==> src/source/periph_pkg.sv <==
/*
 * Peripheral subsystem definitions: bus types, address map, PLIC and
 * timer register offsets, and the error response pattern
 */
`default_nettype none

package periph_pkg;

    // Register bus and interrupt types
    typedef logic [11:0] reg_addr_t;
    typedef logic [31:0] reg_data_t;
    typedef logic [2:0]  prio_t;
    typedef logic [2:0]  irq_id_t;

    // Interrupt sources: ext lines are ids 1..4, timers follow
    localparam int NumExtIrq  = 4;
    localparam int NumTimers  = 2;
    localparam int NumSources = NumExtIrq + NumTimers;
    localparam int NumTargets = 2;

    // ------------------------------------------------------------------------
    // Address map
    // ------------------------------------------------------------------------
    localparam reg_addr_t PlicBase  = 12'h000;
    localparam reg_addr_t PlicSize  = 12'h400;
    localparam reg_addr_t TimerBase = 12'h400;
    localparam reg_addr_t TimerSize = 12'h100;

    // PLIC register offsets, relative to PlicBase
    localparam reg_addr_t PrioOffset      = 12'h000;
    localparam reg_addr_t PendingOffset   = 12'h080;
    localparam reg_addr_t EnableOffset    = 12'h100;
    localparam reg_addr_t ThresholdOffset = 12'h200;
    localparam reg_addr_t ClaimOffset     = 12'h204;
    localparam reg_addr_t TargetStride    = 12'h010;

    // Timer k registers start at k * TimerStride
    localparam reg_addr_t TimerStride = 12'h010;

    // Read data returned with every error response
    localparam reg_data_t ErrData = 32'hDEADBEEF;

endpackage

`default_nettype wire

==> src/source/reg_decode.sv <==
/*
 * Register bus decoder: picks the PLIC or timer region, flags unmapped
 * space and returns the registered response one cycle after the request
 */
`timescale 1ns/1ns
`default_nettype none

module reg_decode (
    input  logic                  clk_i,
    input  logic                  reset_i,
    input  logic                  req_i,
    input  logic                  we_i,
    input  periph_pkg::reg_addr_t addr_i,
    input  periph_pkg::reg_data_t wdata_i,
    output logic                  plic_sel_o,
    output logic                  timer_sel_o,
    output logic                  we_o,
    output periph_pkg::reg_addr_t offset_o,
    output periph_pkg::reg_data_t wdata_o,
    input  periph_pkg::reg_data_t plic_rdata_i,
    input  periph_pkg::reg_data_t timer_rdata_i,
    input  logic                  plic_err_i,
    input  logic                  timer_err_i,
    output logic                  rsp_valid_o,
    output periph_pkg::reg_data_t rdata_o,
    output logic                  err_o
);
    import periph_pkg::*;

    // Windows are powers of two, so a region hit is a masked compare
    localparam reg_addr_t PlicMask  = ~(PlicSize - 12'd1);
    localparam reg_addr_t TimerMask = ~(TimerSize - 12'd1);

    logic       in_plic;
    logic       in_timer;
    reg_data_t  hit_rdata;
    logic       hit_err;
    logic       rsp_valid_q;
    logic       err_q;
    reg_data_t  rdata_q;

    assign in_plic  = (addr_i & PlicMask) == PlicBase;
    assign in_timer = (addr_i & TimerMask) == TimerBase;

    assign plic_sel_o  = req_i & in_plic;
    assign timer_sel_o = req_i & in_timer;
    assign we_o        = we_i;
    assign wdata_o     = wdata_i;
    assign offset_o    = in_timer ? (addr_i - TimerBase) : (addr_i - PlicBase);

    // Answer of the addressed region, or an error outside both
    always_comb begin
        if (in_plic) begin
            hit_rdata = plic_rdata_i;
            hit_err   = plic_err_i;
        end else if (in_timer) begin
            hit_rdata = timer_rdata_i;
            hit_err   = timer_err_i;
        end else begin
            hit_rdata = '0;
            hit_err   = 1'b1;
        end
    end

    always_ff @(posedge clk_i) begin
        if (reset_i) begin
            rsp_valid_q <= 1'b0;
            err_q       <= 1'b0;
        end else begin
            rsp_valid_q <= req_i;
            err_q       <= req_i & hit_err;
        end
    end

    // Response payload, only captured on a request
    always_ff @(posedge clk_i) begin
        if (req_i) begin
            rdata_q <= hit_err ? ErrData : hit_rdata;
        end
    end

    assign rsp_valid_o = rsp_valid_q;
    assign err_o       = err_q;
    assign rdata_o     = rdata_q;

endmodule

`default_nettype wire

==> src/source/plic_gateway.sv <==
/*
 * PLIC gateways for level-triggered sources: pending and in-service
 * tracking, one bit each per source
 */
`timescale 1ns/1ns
`default_nettype none

module plic_gateway (
    input  logic                              clk_i,
    input  logic                              reset_i,
    input  logic [periph_pkg::NumSources-1:0] src_i,
    input  periph_pkg::irq_id_t               claim_i,
    input  periph_pkg::irq_id_t               complete_i,
    output logic [periph_pkg::NumSources-1:0] pending_o
);
    import periph_pkg::*;

    // Bit i belongs to interrupt id i+1
    logic [NumSources-1:0] pending_q;
    logic [NumSources-1:0] in_service_q;

    always_ff @(posedge clk_i) begin
        if (reset_i) begin
            pending_q    <= '0;
            in_service_q <= '0;
        end else begin
            for (int i = 0; i < NumSources; i++) begin
                if (claim_i == irq_id_t'(i + 1)) begin
                    pending_q[i]    <= 1'b0;
                    in_service_q[i] <= 1'b1;
                end else if (complete_i == irq_id_t'(i + 1)) begin
                    in_service_q[i] <= 1'b0;
                end else if (src_i[i] && !in_service_q[i]) begin
                    // level seen while idle, stays pending until claimed
                    pending_q[i] <= 1'b1;
                end
            end
        end
    end

    assign pending_o = pending_q;

endmodule

`default_nettype wire

==> src/source/plic_core.sv <==
/*
 * PLIC core: priority, enable and threshold registers, best source per
 * target and the claim/complete handshake with the gateways
 */
`timescale 1ns/1ns
`default_nettype none

module plic_core #(
    parameter int NumTargets = periph_pkg::NumTargets
) (
    input  logic                             clk_i,
    input  logic                             reset_i,
    input  logic                             sel_i,
    input  logic                             we_i,
    input  periph_pkg::reg_addr_t            offset_i,
    input  periph_pkg::reg_data_t            wdata_i,
    output periph_pkg::reg_data_t            rdata_o,
    output logic                             err_o,
    input  logic [periph_pkg::NumExtIrq-1:0] ext_irq_i,
    input  logic [periph_pkg::NumTimers-1:0] timer_irq_i,
    output logic [NumTargets-1:0]            irq_o
);
    import periph_pkg::*;

    // Source arrays are indexed by id-1
    prio_t                 prio_q [NumSources];
    logic [NumSources-1:0] enable_q [NumTargets];
    prio_t                 threshold_q [NumTargets];

    logic [NumSources-1:0] pending;
    irq_id_t               claim_id [NumTargets];
    irq_id_t               gw_claim;
    irq_id_t               gw_complete;
    logic [NumSources-1:0] prio_wr;
    logic [NumTargets-1:0] enable_wr;
    logic [NumTargets-1:0] threshold_wr;

    plic_gateway i_gateway (
        .clk_i      ( clk_i                    ),
        .reset_i    ( reset_i                  ),
        .src_i      ( {timer_irq_i, ext_irq_i} ),
        .claim_i    ( gw_claim                 ),
        .complete_i ( gw_complete              ),
        .pending_o  ( pending                  )
    );

    // ------------------------------------------------------------------------
    // Best source per target, ties go to the lowest id
    // ------------------------------------------------------------------------
    always_comb begin
        prio_t   best_prio;
        irq_id_t best_id;
        for (int t = 0; t < NumTargets; t++) begin
            best_prio = '0;
            best_id   = '0;
            for (int i = 0; i < NumSources; i++) begin
                if (pending[i] && enable_q[t][i] && (prio_q[i] > best_prio)) begin
                    best_prio = prio_q[i];
                    best_id   = irq_id_t'(i + 1);
                end
            end
            // Only a priority above the threshold may interrupt
            claim_id[t] = (best_prio > threshold_q[t]) ? best_id : '0;
        end
    end

    always_comb begin
        for (int t = 0; t < NumTargets; t++) begin
            irq_o[t] = (claim_id[t] != '0);
        end
    end

    // ------------------------------------------------------------------------
    // Register access
    // ------------------------------------------------------------------------
    always_comb begin
        rdata_o      = '0;
        err_o        = 1'b1;
        prio_wr      = '0;
        enable_wr    = '0;
        threshold_wr = '0;
        gw_claim     = '0;
        gw_complete  = '0;
        for (int i = 0; i < NumSources; i++) begin
            if (offset_i == PrioOffset + reg_addr_t'(4 * (i + 1))) begin
                rdata_o    = reg_data_t'(prio_q[i]);
                err_o      = 1'b0;
                prio_wr[i] = sel_i & we_i;
            end
        end
        // Pending is read only
        if (offset_i == PendingOffset) begin
            rdata_o = reg_data_t'({pending, 1'b0});
            err_o   = we_i;
        end
        for (int t = 0; t < NumTargets; t++) begin
            if (offset_i == EnableOffset + reg_addr_t'(4 * t)) begin
                rdata_o      = reg_data_t'({enable_q[t], 1'b0});
                err_o        = 1'b0;
                enable_wr[t] = sel_i & we_i;
            end
            if (offset_i == ThresholdOffset + reg_addr_t'(TargetStride * t)) begin
                rdata_o         = reg_data_t'(threshold_q[t]);
                err_o           = 1'b0;
                threshold_wr[t] = sel_i & we_i;
            end
            if (offset_i == ClaimOffset + reg_addr_t'(TargetStride * t)) begin
                rdata_o = reg_data_t'(claim_id[t]);
                err_o   = 1'b0;
                if (sel_i && we_i) begin
                    gw_complete = wdata_i[$bits(irq_id_t)-1:0];
                end else if (sel_i) begin
                    gw_claim = claim_id[t];
                end
            end
        end
    end

    always_ff @(posedge clk_i) begin
        if (reset_i) begin
            for (int i = 0; i < NumSources; i++) begin
                prio_q[i] <= '0;
            end
            for (int t = 0; t < NumTargets; t++) begin
                enable_q[t]    <= '0;
                threshold_q[t] <= '0;
            end
        end else begin
            for (int i = 0; i < NumSources; i++) begin
                if (prio_wr[i]) begin
                    prio_q[i] <= wdata_i[$bits(prio_t)-1:0];
                end
            end
            for (int t = 0; t < NumTargets; t++) begin
                if (enable_wr[t]) begin
                    enable_q[t] <= wdata_i[NumSources:1];
                end
                if (threshold_wr[t]) begin
                    threshold_q[t] <= wdata_i[$bits(prio_t)-1:0];
                end
            end
        end
    end

endmodule

`default_nettype wire

==> src/source/timer_unit.sv <==
/*
 * Compare timers: free-running up-counters that wrap on compare match
 * and pulse their interrupt for one cycle
 */
`timescale 1ns/1ns
`default_nettype none

module timer_unit #(
    parameter int NumTimers = periph_pkg::NumTimers
) (
    input  logic                  clk_i,
    input  logic                  reset_i,
    input  logic                  sel_i,
    input  logic                  we_i,
    input  periph_pkg::reg_addr_t offset_i,
    input  periph_pkg::reg_data_t wdata_i,
    output periph_pkg::reg_data_t rdata_o,
    output logic                  err_o,
    output logic [NumTimers-1:0]  irq_o
);
    import periph_pkg::*;

    // Per-timer register layout
    localparam reg_addr_t CountOffset   = 12'h000;
    localparam reg_addr_t CtrlOffset    = 12'h004;
    localparam reg_addr_t CompareOffset = 12'h008;

    reg_data_t            count_q [NumTimers];
    reg_data_t            compare_q [NumTimers];
    logic [NumTimers-1:0] enable_q;
    logic [NumTimers-1:0] count_wr;
    logic [NumTimers-1:0] ctrl_wr;
    logic [NumTimers-1:0] compare_wr;
    logic [NumTimers-1:0] match;

    always_comb begin
        rdata_o    = '0;
        err_o      = 1'b1;
        count_wr   = '0;
        ctrl_wr    = '0;
        compare_wr = '0;
        for (int k = 0; k < NumTimers; k++) begin
            if (offset_i == reg_addr_t'(TimerStride * k) + CountOffset) begin
                rdata_o     = count_q[k];
                err_o       = 1'b0;
                count_wr[k] = sel_i & we_i;
            end
            if (offset_i == reg_addr_t'(TimerStride * k) + CtrlOffset) begin
                rdata_o    = reg_data_t'(enable_q[k]);
                err_o      = 1'b0;
                ctrl_wr[k] = sel_i & we_i;
            end
            if (offset_i == reg_addr_t'(TimerStride * k) + CompareOffset) begin
                rdata_o       = compare_q[k];
                err_o         = 1'b0;
                compare_wr[k] = sel_i & we_i;
            end
        end
    end

    // Match is only seen by an enabled timer
    always_comb begin
        for (int k = 0; k < NumTimers; k++) begin
            match[k] = enable_q[k] && (count_q[k] == compare_q[k]);
        end
    end

    assign irq_o = match;

    always_ff @(posedge clk_i) begin
        if (reset_i) begin
            enable_q <= '0;
            for (int k = 0; k < NumTimers; k++) begin
                count_q[k]   <= '0;
                compare_q[k] <= '0;
            end
        end else begin
            for (int k = 0; k < NumTimers; k++) begin
                if (ctrl_wr[k]) begin
                    enable_q[k] <= wdata_i[0];
                end
                if (compare_wr[k]) begin
                    compare_q[k] <= wdata_i;
                end
                // A bus load wins over counting
                if (count_wr[k]) begin
                    count_q[k] <= wdata_i;
                end else if (match[k]) begin
                    count_q[k] <= '0;
                end else if (enable_q[k]) begin
                    count_q[k] <= count_q[k] + 32'd1;
                end
            end
        end
    end

endmodule

`default_nettype wire

==> src/source/periph_top.sv <==
/*
 * Peripheral subsystem top: register bus decoder, PLIC and compare timers
 */
`timescale 1ns/1ns
`default_nettype none

module periph_top #(
    parameter int NumTargets = periph_pkg::NumTargets,
    parameter int NumTimers  = periph_pkg::NumTimers
) (
    input  logic                             clk_i,
    input  logic                             reset_i,
    input  logic                             req_i,
    input  logic                             we_i,
    input  periph_pkg::reg_addr_t            addr_i,
    input  periph_pkg::reg_data_t            wdata_i,
    input  logic [periph_pkg::NumExtIrq-1:0] ext_irq_i,
    output logic                             rsp_valid_o,
    output periph_pkg::reg_data_t            rdata_o,
    output logic                             err_o,
    output logic [NumTargets-1:0]            irq_o
);
    import periph_pkg::*;

    // Shared request towards the regions
    logic           plic_sel;
    logic           timer_sel;
    logic           bus_we;
    reg_addr_t      bus_offset;
    reg_data_t      bus_wdata;

    // Region answers
    reg_data_t      plic_rdata;
    logic           plic_err;
    reg_data_t      timer_rdata;
    logic           timer_err;

    logic [NumTimers-1:0] timer_irq;

    reg_decode i_reg_decode (
        .clk_i         ( clk_i       ),
        .reset_i       ( reset_i     ),
        .req_i         ( req_i       ),
        .we_i          ( we_i        ),
        .addr_i        ( addr_i      ),
        .wdata_i       ( wdata_i     ),
        .plic_sel_o    ( plic_sel    ),
        .timer_sel_o   ( timer_sel   ),
        .we_o          ( bus_we      ),
        .offset_o      ( bus_offset  ),
        .wdata_o       ( bus_wdata   ),
        .plic_rdata_i  ( plic_rdata  ),
        .timer_rdata_i ( timer_rdata ),
        .plic_err_i    ( plic_err    ),
        .timer_err_i   ( timer_err   ),
        .rsp_valid_o   ( rsp_valid_o ),
        .rdata_o       ( rdata_o     ),
        .err_o         ( err_o       )
    );

    plic_core #(
        .NumTargets ( NumTargets )
    ) i_plic (
        .clk_i       ( clk_i      ),
        .reset_i     ( reset_i    ),
        .sel_i       ( plic_sel   ),
        .we_i        ( bus_we     ),
        .offset_i    ( bus_offset ),
        .wdata_i     ( bus_wdata  ),
        .rdata_o     ( plic_rdata ),
        .err_o       ( plic_err   ),
        .ext_irq_i   ( ext_irq_i  ),
        .timer_irq_i ( timer_irq  ),
        .irq_o       ( irq_o      )
    );

    timer_unit #(
        .NumTimers ( NumTimers )
    ) i_timer (
        .clk_i    ( clk_i       ),
        .reset_i  ( reset_i     ),
        .sel_i    ( timer_sel   ),
        .we_i     ( bus_we      ),
        .offset_i ( bus_offset  ),
        .wdata_i  ( bus_wdata   ),
        .rdata_o  ( timer_rdata ),
        .err_o    ( timer_err   ),
        .irq_o    ( timer_irq   )
    );

endmodule

`default_nettype wire

==> config.mk <==
export PLATFORM = sky130hd
export DESIGN_NAME = periph_top
export DESIGN_NICKNAME = d
export VERILOG_FILES = /design/src/source/periph_pkg.sv /design/src/source/reg_decode.sv /design/src/source/plic_gateway.sv /design/src/source/plic_core.sv /design/src/source/timer_unit.sv /design/src/source/periph_top.sv
export SDC_FILE = /design/constraint.sdc
export NUM_CORES = 1
export LEC_CHECK = 0
export ABC_AREA = 1
export BUFFER_PORTS_ARGS = -buffer_cell sky130_fd_sc_hd__buf_4
export CAP_MARGIN = 20
export CORE_ASPECT_RATIO = 0.75
export CORE_MARGIN = 4
export CORE_UTILIZATION = 35
export DETAILED_ROUTE_END_ITERATION = 16
export PLACE_DENSITY = 0.56
export SYNTH_ARGS = -nofsm -noshare
export SYNTH_HDL_FRONTEND = slang
export SYNTH_SLANG_ARGS = --single-unit
==> constraint.sdc <==
create_clock -name clk_i -period 8.72 [get_ports clk_i]
set_input_delay 1.744 -clock clk_i [delete_from_list [all_inputs] [get_ports clk_i]]
set_output_delay 1.744 -clock clk_i [all_outputs]
set_load 0.01 [all_outputs]
# [Word level (Yosys, flattened, before mapping)]
# Memory sizes are Yosys's and may differ from the RTL's.
# Index checks and enable logic that the tools add are counted.
# Widths: inputs -> output; s select.
[word_totals] ff_bits=48 ram_bits=164 inputBits=52 out_inout_bits=36 word_cells=343 memories=5
[memory_table] name="i_timer.compare_q" depth=2 word_bits=32 rd=2 rd_clocked_by_memory_dff=0 wr=2 line="timer_unit.sv:29" rtl="reg_data_t compare_q [NumTimers];"
[memory_table] name="i_timer.count_q" depth=2 word_bits=32 rd=2 rd_clocked_by_memory_dff=0 wr=2 line="timer_unit.sv:28" rtl="reg_data_t count_q [NumTimers];"
[memory_table] name="i_plic.prio_q" depth=6 word_bits=3 rd=6 rd_clocked_by_memory_dff=0 wr=6 line="plic_core.sv:26" rtl="prio_t prio_q [NumSources];"
[memory_table] name="i_plic.enable_q" depth=2 word_bits=6 rd=2 rd_clocked_by_memory_dff=0 wr=2 line="plic_core.sv:27" rtl="logic [NumSources-1:0] enable_q [NumTargets];"
[memory_table] name="i_plic.threshold_q" depth=2 word_bits=3 rd=2 rd_clocked_by_memory_dff=0 wr=2 line="plic_core.sv:28" rtl="prio_t threshold_q [NumTargets];"
[op_classes] n_addsub=3 magnitude_cmp=13 n_eq_ne=28 n_mux=187 bitwise=29 reduce_logical=61
[op_table] op="$mux 32" n=16
[op_table] op="$mux 3" n=44
[op_table] op="$mux 1" n=113
[op_table] op="$add 32x1->32 const B" n=2
[op_table] op="$eq 32x32->1" n=2
[op_table] op="$mux 7" n=7
[op_table] op="$eq 12x10->1 const B" n=4
[op_table] op="$eq 12x5->1 const B" n=3
[op_table] op="$gt 3x3->1" n=12
[op_table] op="$logic_and 1x1->1" n=33
[op_table] op="$eq 12x4->1 const B" n=2
[op_table] op="$eq 12x9->1 const B" n=2
[op_table] op="$logic_not 12->1" n=2
[op_table] op="$eq 3x3->1 const B" n=6
[op_table] op="$or 1x1->1" n=18
[op_table] op="$eq 12x3->1 const B" n=1
[op_table] op="$eq 12x8->1 const B" n=1
[op_table] op="$eq 3x2->1 const B" n=4
[op_table] op="$mux 12" n=1
[op_table] op="$mux 6" n=2
[op_table] op="$reduce_and 2->1" n=6
[op_table] op="$reduce_bool 2->1" n=6
[op_table] op="$reduce_or 2->1" n=6
[op_table] op="$sub 12x11->12 const B" n=1
[op_table] op="other kinds (8)" n=27

# [Depth between registers and ports, before layout]
# Gate-level depths: netlist of the first run.
# An unclocked memory read counts as a cell.
[logic_depth] word_depth=29 depth_mapped=49 depth_no_buf=49

# [By module]
# From an unflattened synthesis of the first run, not the netlist that was laid out.
[hier_totals] hier_cells=2132 hier_area_um2=15625.0
[modules_own_cells] mod="timer_unit" n_inst=1 cells_per_inst=1305 area_per_inst_um2=9397.8 seq_area_each_um2=3883.7
[modules_own_cells] mod="plic_core" n_inst=1 cells_per_inst=504 area_per_inst_um2=3580.9 seq_area_each_um2=1081.0
[modules_own_cells] mod="reg_decode" n_inst=1 cells_per_inst=243 area_per_inst_um2=2122.0 seq_area_each_um2=1001.0
[modules_own_cells] mod="plic_gateway" n_inst=1 cells_per_inst=80 area_per_inst_um2=524.3 seq_area_each_um2=240.2

# [Worst setup path before layout of the first run]
# No wires, ideal clock.
[synth_timing] path_type="flip-flop to output port" from="register i_plic.i_gateway.pending_q[0] (netlist: i_plic.i_gateway.pending_o[0])" to="output port irq_o[1]" arrival_time_ps=6267 required_time_ps=6976 setup_slack_ps=709 path_stages_with_launch=42 n_path_buf=0 cell_sequence="dfxtp_1 -> inv_1 -> nor3_1 -> nand2_1 -> ha_1 -> a21oi_1 -> o21ai_0 -> nand4_1 -> inv_1 -> o21ai_0 -> inv_1 -> ha_1 -> a21oi_1 -> o21ai_0 -> nand2_1 -> inv_1 -> nand2_1 -> o21ai_0 -> [... 6 more ...] -> ha_1 -> nand2_1 -> o21ai_0 -> nand4_1 -> nand2_1 -> o21ai_0 -> ha_1 -> nand2_1 -> o21ai_0 -> nand4_1 -> inv_1 -> o21ai_0 -> ha_1 -> nand2_1 -> nor2_1 -> a211oi_1 -> a31oi_1 -> o41a_1"
[synth_between] elab_chain_cells=21 elab_cells_between_ends=27 cone_classes="order compare: 6; mux: 13; reduce/logical: 8"
[synth_rtl] item="from (decl)" line="plic_gateway.sv:19" rtl="logic [NumSources-1:0] pending_q;"
[synth_rtl] item="from (signal assigned)" line="plic_gateway.sv:24" rtl="pending_q <= '0;"
[synth_rtl] item="from (signal, indexed assignment)" line="plic_gateway.sv:29" rtl="pending_q[i] <= 1'b0;"
[synth_rtl] item="from (signal, indexed assignment)" line="plic_gateway.sv:35" rtl="pending_q[i] <= 1'b1;"
[synth_rtl] item="$logic_and 1x1->1 * (2 in series)" line="plic_core.sv:57" rtl="if (pending[i] && enable_q[t][i] && (prio_q[i] > best_prio)) begin"
[synth_rtl] item="$mux 3" line="plic_core.sv:57"
[synth_rtl] item="$gt 3x3->1" line="plic_core.sv:57"
[synth_rtl] item="$logic_and 1x1->1" line="plic_core.sv:57"
[synth_rtl] item="$mux 3" line="plic_core.sv:57"
[synth_rtl] item="$gt 3x3->1" line="plic_core.sv:57"
[synth_rtl] item="$logic_and 1x1->1" line="plic_core.sv:57"
[synth_rtl] item="$mux 3" line="plic_core.sv:57"
[synth_rtl] item="[... 4 more ...]"
[synth_rtl] item="$logic_and 1x1->1" line="plic_core.sv:57"
[synth_rtl] item="$mux 3" line="plic_core.sv:57"
[synth_rtl] item="$gt 3x3->1" line="plic_core.sv:57"
[synth_rtl] item="$logic_and 1x1->1" line="plic_core.sv:57"
[synth_rtl] item="$mux 3" line="plic_core.sv:57"
[synth_rtl] item="$gt 3x3->1" line="plic_core.sv:63" rtl="claim_id[t] = (best_prio > threshold_q[t]) ? best_id : '0;"
[synth_rtl] item="$mux 3 *" line="plic_core.sv:63"
[synth_rtl] item="$reduce_bool 3->1 *" line="plic_core.sv:69" rtl="irq_o[t] = (claim_id[t] != '0);"
[synth_rtl] item="to (decl)" line="periph_top.sv:21" rtl="output logic [NumTargets-1:0] irq_o"
# Mark *: on every way between the ends. The rest lies on a longest branch, timed or not.

==> flow_metrics.env, run 1 <==
export IMPL_worstPathArrival_ns=7.08
export IMPL_fin_skew_ns=0.01121
export IMPL_ys_flop_type="edfxtp_1"
export IMPL_hp_class="flop to flop"
export IMPL_fin_crit_sh_pct=101.2
export IMPL_dr_pass1_iters=5
export IMPL_yosysWarnings=0
export IMPL_cts_htree_levels=1
export IMPL_period_needed_ns=8.821
export IMPL_slew_viol_final=0
export IMPL_cts_tree="built"
export IMPL_vias_per_cell=5.601
export IMPL_crit_start="i_plic.enable_q[0][6]$_DFFE_PP_"
export IMPL_yosysUniqueCellTypes=57
export IMPL_grt_usage_pct=24.00
export IMPL_worst_pin_slew_ns=1.014
export IMPL_synthCells=1584
export IMPL_fmaxAchievable_mhz=113.4
export IMPL_multi_input_area_um2=6782
export IMPL_fillers=3652
export IMPL_cts_root_buffer="clkbuf_16"
export IMPL_synth_most_common_cell="nand2_1"
export IMPL_drcViolationCount=0
export IMPL_placed_cell_area_um2=14600
export IMPL_p_per_area_nw_per_um2=159.2
export IMPL_violations="negative setup slack"
export IMPL_cts_sinks=212
export IMPL_ioPinCount=88
export IMPL_vias=12530
export IMPL_whs_endpoint="i_plic.i_gateway.in_service_q[3]$_SDFFE_PP0P_"
export IMPL_synth_edf_count=196
export IMPL_cp_data_required_time_ns=6.98
export IMPL_grt_pass1_vias=11570
export IMPL_port_buffers=87
export IMPL_layout_setup_ws_ns=-0.1012
export IMPL_drive_gt1_share_pct=20.77
export IMPL_peakVddDrop_v=0.0001176
export IMPL_r2r_end="i_reg_decode.rdata_o[2]$_SDFFCE_PP1P_"
export IMPL_first_iter_violations=1548
export IMPL_area_growth_pct=23.35
export IMPL_yosysTopAreaCell="edfxtp_1"
export IMPL_grt_util_met2_pct=31.69
export IMPL_num_antenna_cells=0
export IMPL_rows=61
export IMPL_final_cell_area_um2=16440
export IMPL_ant_nets=0
export IMPL_netlist_top_cells_count="331 x nand2_1, 196 x edfxtp_1, 188 x inv_1"
export IMPL_yosysTopAreaCellShare_pct=44.17
export IMPL_die_w_um=233.3
export IMPL_nets=1804
export IMPL_grt_util_met3_pct=8.478
export IMPL_rsz0062_at_grt="yes"
export IMPL_grt_ovfl_total=0
export IMPL_clk_path_buf_depth=3
export IMPL_antenna_found_initial=0
export IMPL_crit_fanout=8
export IMPL_slew_headroom_pct=32.12
export IMPL_critPathKind="flop to output pin"
export IMPL_synth_seq_cells=212
export IMPL_placedCellCount=2144
export IMPL_setup_viol=1
export IMPL_rrSetupSlack_ns=0.93
export IMPL_gp_congestion=0.9878
export IMPL_syn_nets=1672
export IMPL_slowest_delay_ns=0.33
export IMPL_final_hold_violation_count=0
export IMPL_cp_end_kind="output pin"
export IMPL_core_um2=37320
export IMPL_hold_path_depth=2
export IMPL_regArea_um2=6207
export IMPL_syn_cell_area_um2=13320
export IMPL_cts_made_buffers=26
export IMPL_power_mw=2.617
export IMPL_path_clk_slew_ns=0.06
export IMPL_r2r_start="i_plic.enable_q[0][6]$_DFFE_PP_"
export IMPL_pre_cts_slack_ns=-0.1443
export IMPL_start_util_pct=35.70
export IMPL_grt_first_pass_wirelength_mm=74.60
export IMPL_clk_latency_ns=0.54
export IMPL_startpoint_type="flop"
export IMPL_ys_seq_area_share_pct=46.58
export IMPL_wire_per_inst_um=23.05
export IMPL_die_area_um2=41290
export IMPL_synthArstFlopShare_pct=0
export IMPL_synth_area_top_cells="edfxtp_1 44%, nand2_1 9.3%, inv_1 5.3%"
export IMPL_hpwl_mm=37.33
export IMPL_grt_start_max_net_pins=41
export IMPL_fin_cells=2237
export IMPL_slowest_stage="edfxtp_1"
export IMPL_die_h_um=177.0
export IMPL_hp_start="i_plic.i_gateway.in_service_q[3]$_SDFFE_PP0P_"
export IMPL_synth_avg_cell_area_um2=8.412
export IMPL_run_status="complete, but fails checks"
export IMPL_reg2regPathDepth=48
export IMPL_cap_violations=0
export IMPL_leakage_nw=6.380
export IMPL_wl_mm=51.55
export IMPL_use_met1_pct=37.47
export IMPL_top_usage_layer="met1"
## cell families after synthesis
group / after synthesis / synth area share (%)
simple gates: 678 / 22.88
buf+inv: 255 / 7.381
fa+ha+maj: 36 / 3.381
compound gates: 331 / 15.05
xor+xnor: 72 / 4.733
flops: 212 / 46.58
## layer usage
metal / vias up / wire length (um)
met5: - / 0
met1: 6085 / 24130
met4: 0 / 818
li1: 5774 / -
met2: 614 / 20260
met3: 56 / 6339
## worst max-delay path by stage
stage	endpoint	slack [ns]
final	irq_o[1]	-0.10
after global routing	irq_o[1]	-0.53
after CTS	irq_o[1]	0.005
after detailed placement	irq_o[0]	-0.14
after global placement	irq_o[1]	0.08
after floorplan	irq_o[1]	0.71
## power breakdown
group | switching, mW | total (mW) | internal (mW)
Clock | 0.445 | 1.07 | 0.624
Sequential | 0.0522 | 1.21 | 1.15
Combinational | 0.197 | 0.343 | 0.147
Total | 0.694 | 2.62 | 1.92
## stage by stage
step / setup TNS [ns] / util, % / hold slack, ns
after floorplan: 0 / - / 0.4401
after global placement: 0 / 39.12 / 0.4503
after detailed placement: -0.2841 / 39.12 / 0.4551
after CTS: 0 / 42.27 / 0.4634
after global routing: -0.7512 / 44.04 / 0.4922
final: -0.1012 / 44.04 / 0.4632
## placed cells by master (no fill, tap or decap), types with 18 or more instances in the layout
cell       netlist  routed
nand2_1        331     311
edfxtp_1       196     196
inv_1          188     180
buf_4            0     155
nor2_1         146     144
o21ai_0        125      91
a21oi_1         81      77
nand3_1         74      68
xnor2_1         47      47
nand4_1         39      39
clkbuf_16        0      28
a221oi_1        26      26
xor2_1          25      25
nor3_1          26      23
o211ai_1        23      23
o22ai_1         23      23
o21ai_2          6      22
ha_4             0      19
nand2_2          4      18
## critical path, delay by kind of cell (launching register included)
kind                     cells  cell delay [ns]
AO/OA/AOI/OAI               12             1.61
adder cells (fa/ha/maj)      6             1.46
AND/OR/NAND/NOR             16             1.77
buffers and inverters        9             1.37
flip-flops                   1             0.33
## area by class of cell
type	count	area share, %
flip-flops and latches	212	37.77
repair buffers	162	7.559
well taps	504	3.837
clock buffers	32	4.476
clock inverters	13	0.5557
inverters	197	4.545
multi-input cells	1117	41.26
## flip-flops by register name, summed over array words and instances (netlist names)
register and flops:
i_plic.prio_q 18, i_reg_decode.rsp_valid_o 1, i_plic.enable_q 12, i_reg_decode.rdata_o 32, i_plic.i_gateway.in_service_q 6, i_timer.enable_q 2, i_timer.count_q 64, i_timer.compare_q 64
i_plic.i_gateway.pending_o 6, i_plic.threshold_q 6, i_reg_decode.err_o 1
## timing repair
| item | in CTS | in global routing |
|---|---|---|
| setup buffers | 25 | 26 |
| hold buffers | 0 | 0 |
| endpoints found under the setup margin | 2 | 2 |
| gates cloned | 0 | 0 |
| pin swaps | 27 | 64 |
| gates resized for setup | 52 | 104 |
Note: power is estimated with default switching activity, not from simulation.
==> inputs of run 2 (changes only) <==
--- a/config.mk
+++ b/config.mk
@@ -12,7 +12,9 @@
 export CORE_MARGIN = 4
 export CORE_UTILIZATION = 35
 export DETAILED_ROUTE_END_ITERATION = 16
+export MAX_ROUTING_LAYER = met4
 export PLACE_DENSITY = 0.56
+export SKIP_LAST_GASP = 1
 export SYNTH_ARGS = -nofsm -noshare
 export SYNTH_HDL_FRONTEND = slang
 export SYNTH_SLANG_ARGS = --single-unit
==> run 2 against run 1 <==
Net effect:
- the run still ends with negative setup slack left
- register-to-register slack improved by 0.10 ns
- sequential power hardly changed
- worst setup slack gained 0.046 ns
- clock power is essentially flat
- critical endpoint unchanged
- highest routed layer unchanged
==> flow_metrics.env, run 2 (synthesis results as in run 1) <==
export IMPL_rsz0062_at_grt="yes"
export IMPL_drcViolationCount=0
export IMPL_grt_ovfl_total=0
export IMPL_run_status="complete, but fails checks"
export IMPL_whs_endpoint="i_plic.i_gateway.in_service_q[0]$_SDFFE_PP0P_"
export IMPL_grt_first_pass_wirelength_mm=74.97
export IMPL_dr_pass1_iters=5
export IMPL_die_area_um2=41290
export IMPL_crit_fanout=7
export IMPL_clk_path_buf_depth=3
export IMPL_wire_per_inst_um=23.00
export IMPL_cts_sinks=212
export IMPL_cts_tree="built"
export IMPL_r2r_start="i_plic.prio_q[0][2]$_SDFFCE_PN0P_"
export IMPL_grt_usage_pct=24.84
export IMPL_area_growth_pct=21.17
export IMPL_r2r_end="i_reg_decode.rdata_o[2]$_SDFFCE_PP1P_"
export IMPL_cp_data_required_time_ns=6.98
export IMPL_layout_commonest_cell="nand2_1"
export IMPL_cts_root_buffer="clkbuf_16"
export IMPL_core_um2=37320
export IMPL_grt_pass1_vias=11650
export IMPL_path_clk_slew_ns=0.06
export IMPL_rrSetupSlack_ns=1.03
export IMPL_fmaxAchievable_mhz=114.0
export IMPL_hpwl_mm=37.76
export IMPL_rows=61
export IMPL_period_needed_ns=8.775
export IMPL_worst_pin_slew_ns=1.038
export IMPL_startpoint_type="flop"
export IMPL_port_buffers=87
export IMPL_crit_start="i_plic.prio_q[0][2]$_SDFFCE_PN0P_"
export IMPL_gp_congestion=0.9827
export IMPL_die_h_um=177.0
export IMPL_pwr_share_seq_pct=46.9
export IMPL_slew_viol_final=0
export IMPL_first_iter_violations=1434
export IMPL_critPathKind="flop to output pin"
export IMPL_cpMostUsedCell="o21ai_2"
export IMPL_wl_mm=51.34
export IMPL_reg2regPathDepth=49
export IMPL_p_int_mw=1.884
export IMPL_slew_headroom_pct=30.56
export IMPL_violations="negative setup slack"
export IMPL_hp_start="i_plic.i_gateway.in_service_q[0]$_SDFFE_PP0P_"
export IMPL_ant_nets=0
export IMPL_vias_per_cell=5.585
export IMPL_worst_hold_slack_ns=0.4613
export IMPL_leakage_nw=6.289
export IMPL_fin_util_pct=43.26
export IMPL_pwr_share_comb_pct=12.2
export IMPL_nets=1795
export IMPL_layout_common_cells="317 x nand2_1, 196 x edfxtp_1, 180 x inv_1"
export IMPL_slowest_delay_ns=0.43
export IMPL_hold_path_depth=2
export IMPL_cts_htree_levels=1
export IMPL_fin_crit_sh_pct=100.6
export IMPL_cap_violations=0
export IMPL_setup_viol=1
export IMPL_clk_latency_ns=0.55
export IMPL_hold_buffers=0
export IMPL_fin_skew_ns=0.02030
export IMPL_ioPinCount=88
export IMPL_start_util_pct=35.70
export IMPL_setup_tns_final_ns=-0.05535
export IMPL_antenna_found_initial=1
export IMPL_final_hold_violation_count=0
export IMPL_slowest_stage="edfxtp_1"
export IMPL_power_switching_uw=684.4
export IMPL_cp_end_kind="output pin"
export IMPL_layout_setup_ws_ns=-0.05535
export IMPL_p_per_area_nw_per_um2=159.1
export IMPL_drive_gt1_share_pct=18.76
export IMPL_cts_made_buffers=26
export IMPL_grt_start_max_net_pins=41
export IMPL_peakVddDrop_v=0.0001208
export IMPL_die_w_um=233.3
export IMPL_vias=12470
export IMPL_hp_class="flop to flop"
export IMPL_sw_frac_of_total_pct=26.65
export IMPL_worstPathArrival_ns=7.03
export IMPL_fillers=3727
export IMPL_clkPwrFrac_pct=40.9
-- run 2: power by group through the flow --
stage / registers (mW) / clock network [mW] / logic, mW
2_1_floorplan: 1.20 / 0 / 0.144
3_3_place_gp: 1.22 / 0 / 0.251
3_5_place_dp: 1.22 / 0 / 0.254
4_1_cts: 1.20 / 1.06 / 0.269
5_1_grt: 1.21 / 1.11 / 0.341
6_report: 1.20 / 1.05 / 0.314
-- run 2: layout make-up --
cell class,instances,area (um^2),area share [%]
Clock buffer,33,739.5,4.580
Sequential cell,212,6207,38.45
Multi-Input combinational cell,1118,6575,40.73
Clock inverter,15,78.83,0.4883
Tap cell,504,630.6,3.906
Timing Repair Buffer,152,1164,7.208
Inverter,197,747.0,4.627
Antenna cell,1,2.502,0.01550
-- run 2: worst max-delay path by stage --
| stage | to | cells after the start |
|---|---|---|
| 2_1_floorplan | irq_o[1] | 41 |
| 5_1_grt | irq_o[1] | 45 |
| 4_1_cts | irq_o[1] | 45 |
| 3_3_place_gp | irq_o[1] | 43 |
| 3_5_place_dp | irq_o[1] | 42 |
| 6_report | irq_o[1] | 43 |
-- run 2: routing by layer --
metal	up-vias	part of all wire [%]	track usage [%]	wire [um]
met2	633	38	31.37	19550
li1	5757	-	-	-
met4	0	2.1	4.828	1077
met1	6007	48	38.06	24460
met3	69	12	8.253	6250
met5	-	0	-	0
-- run 2: through the flow --
stage               std cells  cell area, um^2  total power [mW]  setup slack, ns
floorplan                1584            13320             1.347           0.7087
global placement         2146            14620             1.471           0.1420
detailed placement       2146            14620             1.474          -0.1731
CTS                      2213            15690             2.531         -0.02171
global route             2232            16140             2.656          -0.4421
finish                   2232            16140             2.569         -0.05535
-- run 2: critical path, delay by kind of cell, from the launching register on --
family / cells / cell delay (ns)
and+or+nand+nor: 16 / 1.81
buffers and inverters: 7 / 0.81
adders and majority gates: 6 / 1.75
DFF: 1 / 0.43
AOI/OAI and AO/OA: 14 / 1.68
-- run 2: timing repair --
item | CTS | global route
resized for setup | 45 | 74
endpoints found under the hold margin | 0 | 0
buffers inserted | 18 | 20
cloned | 1 | 0
pin swaps | 26 | 52
setup endpoints to repair | 2 | 2
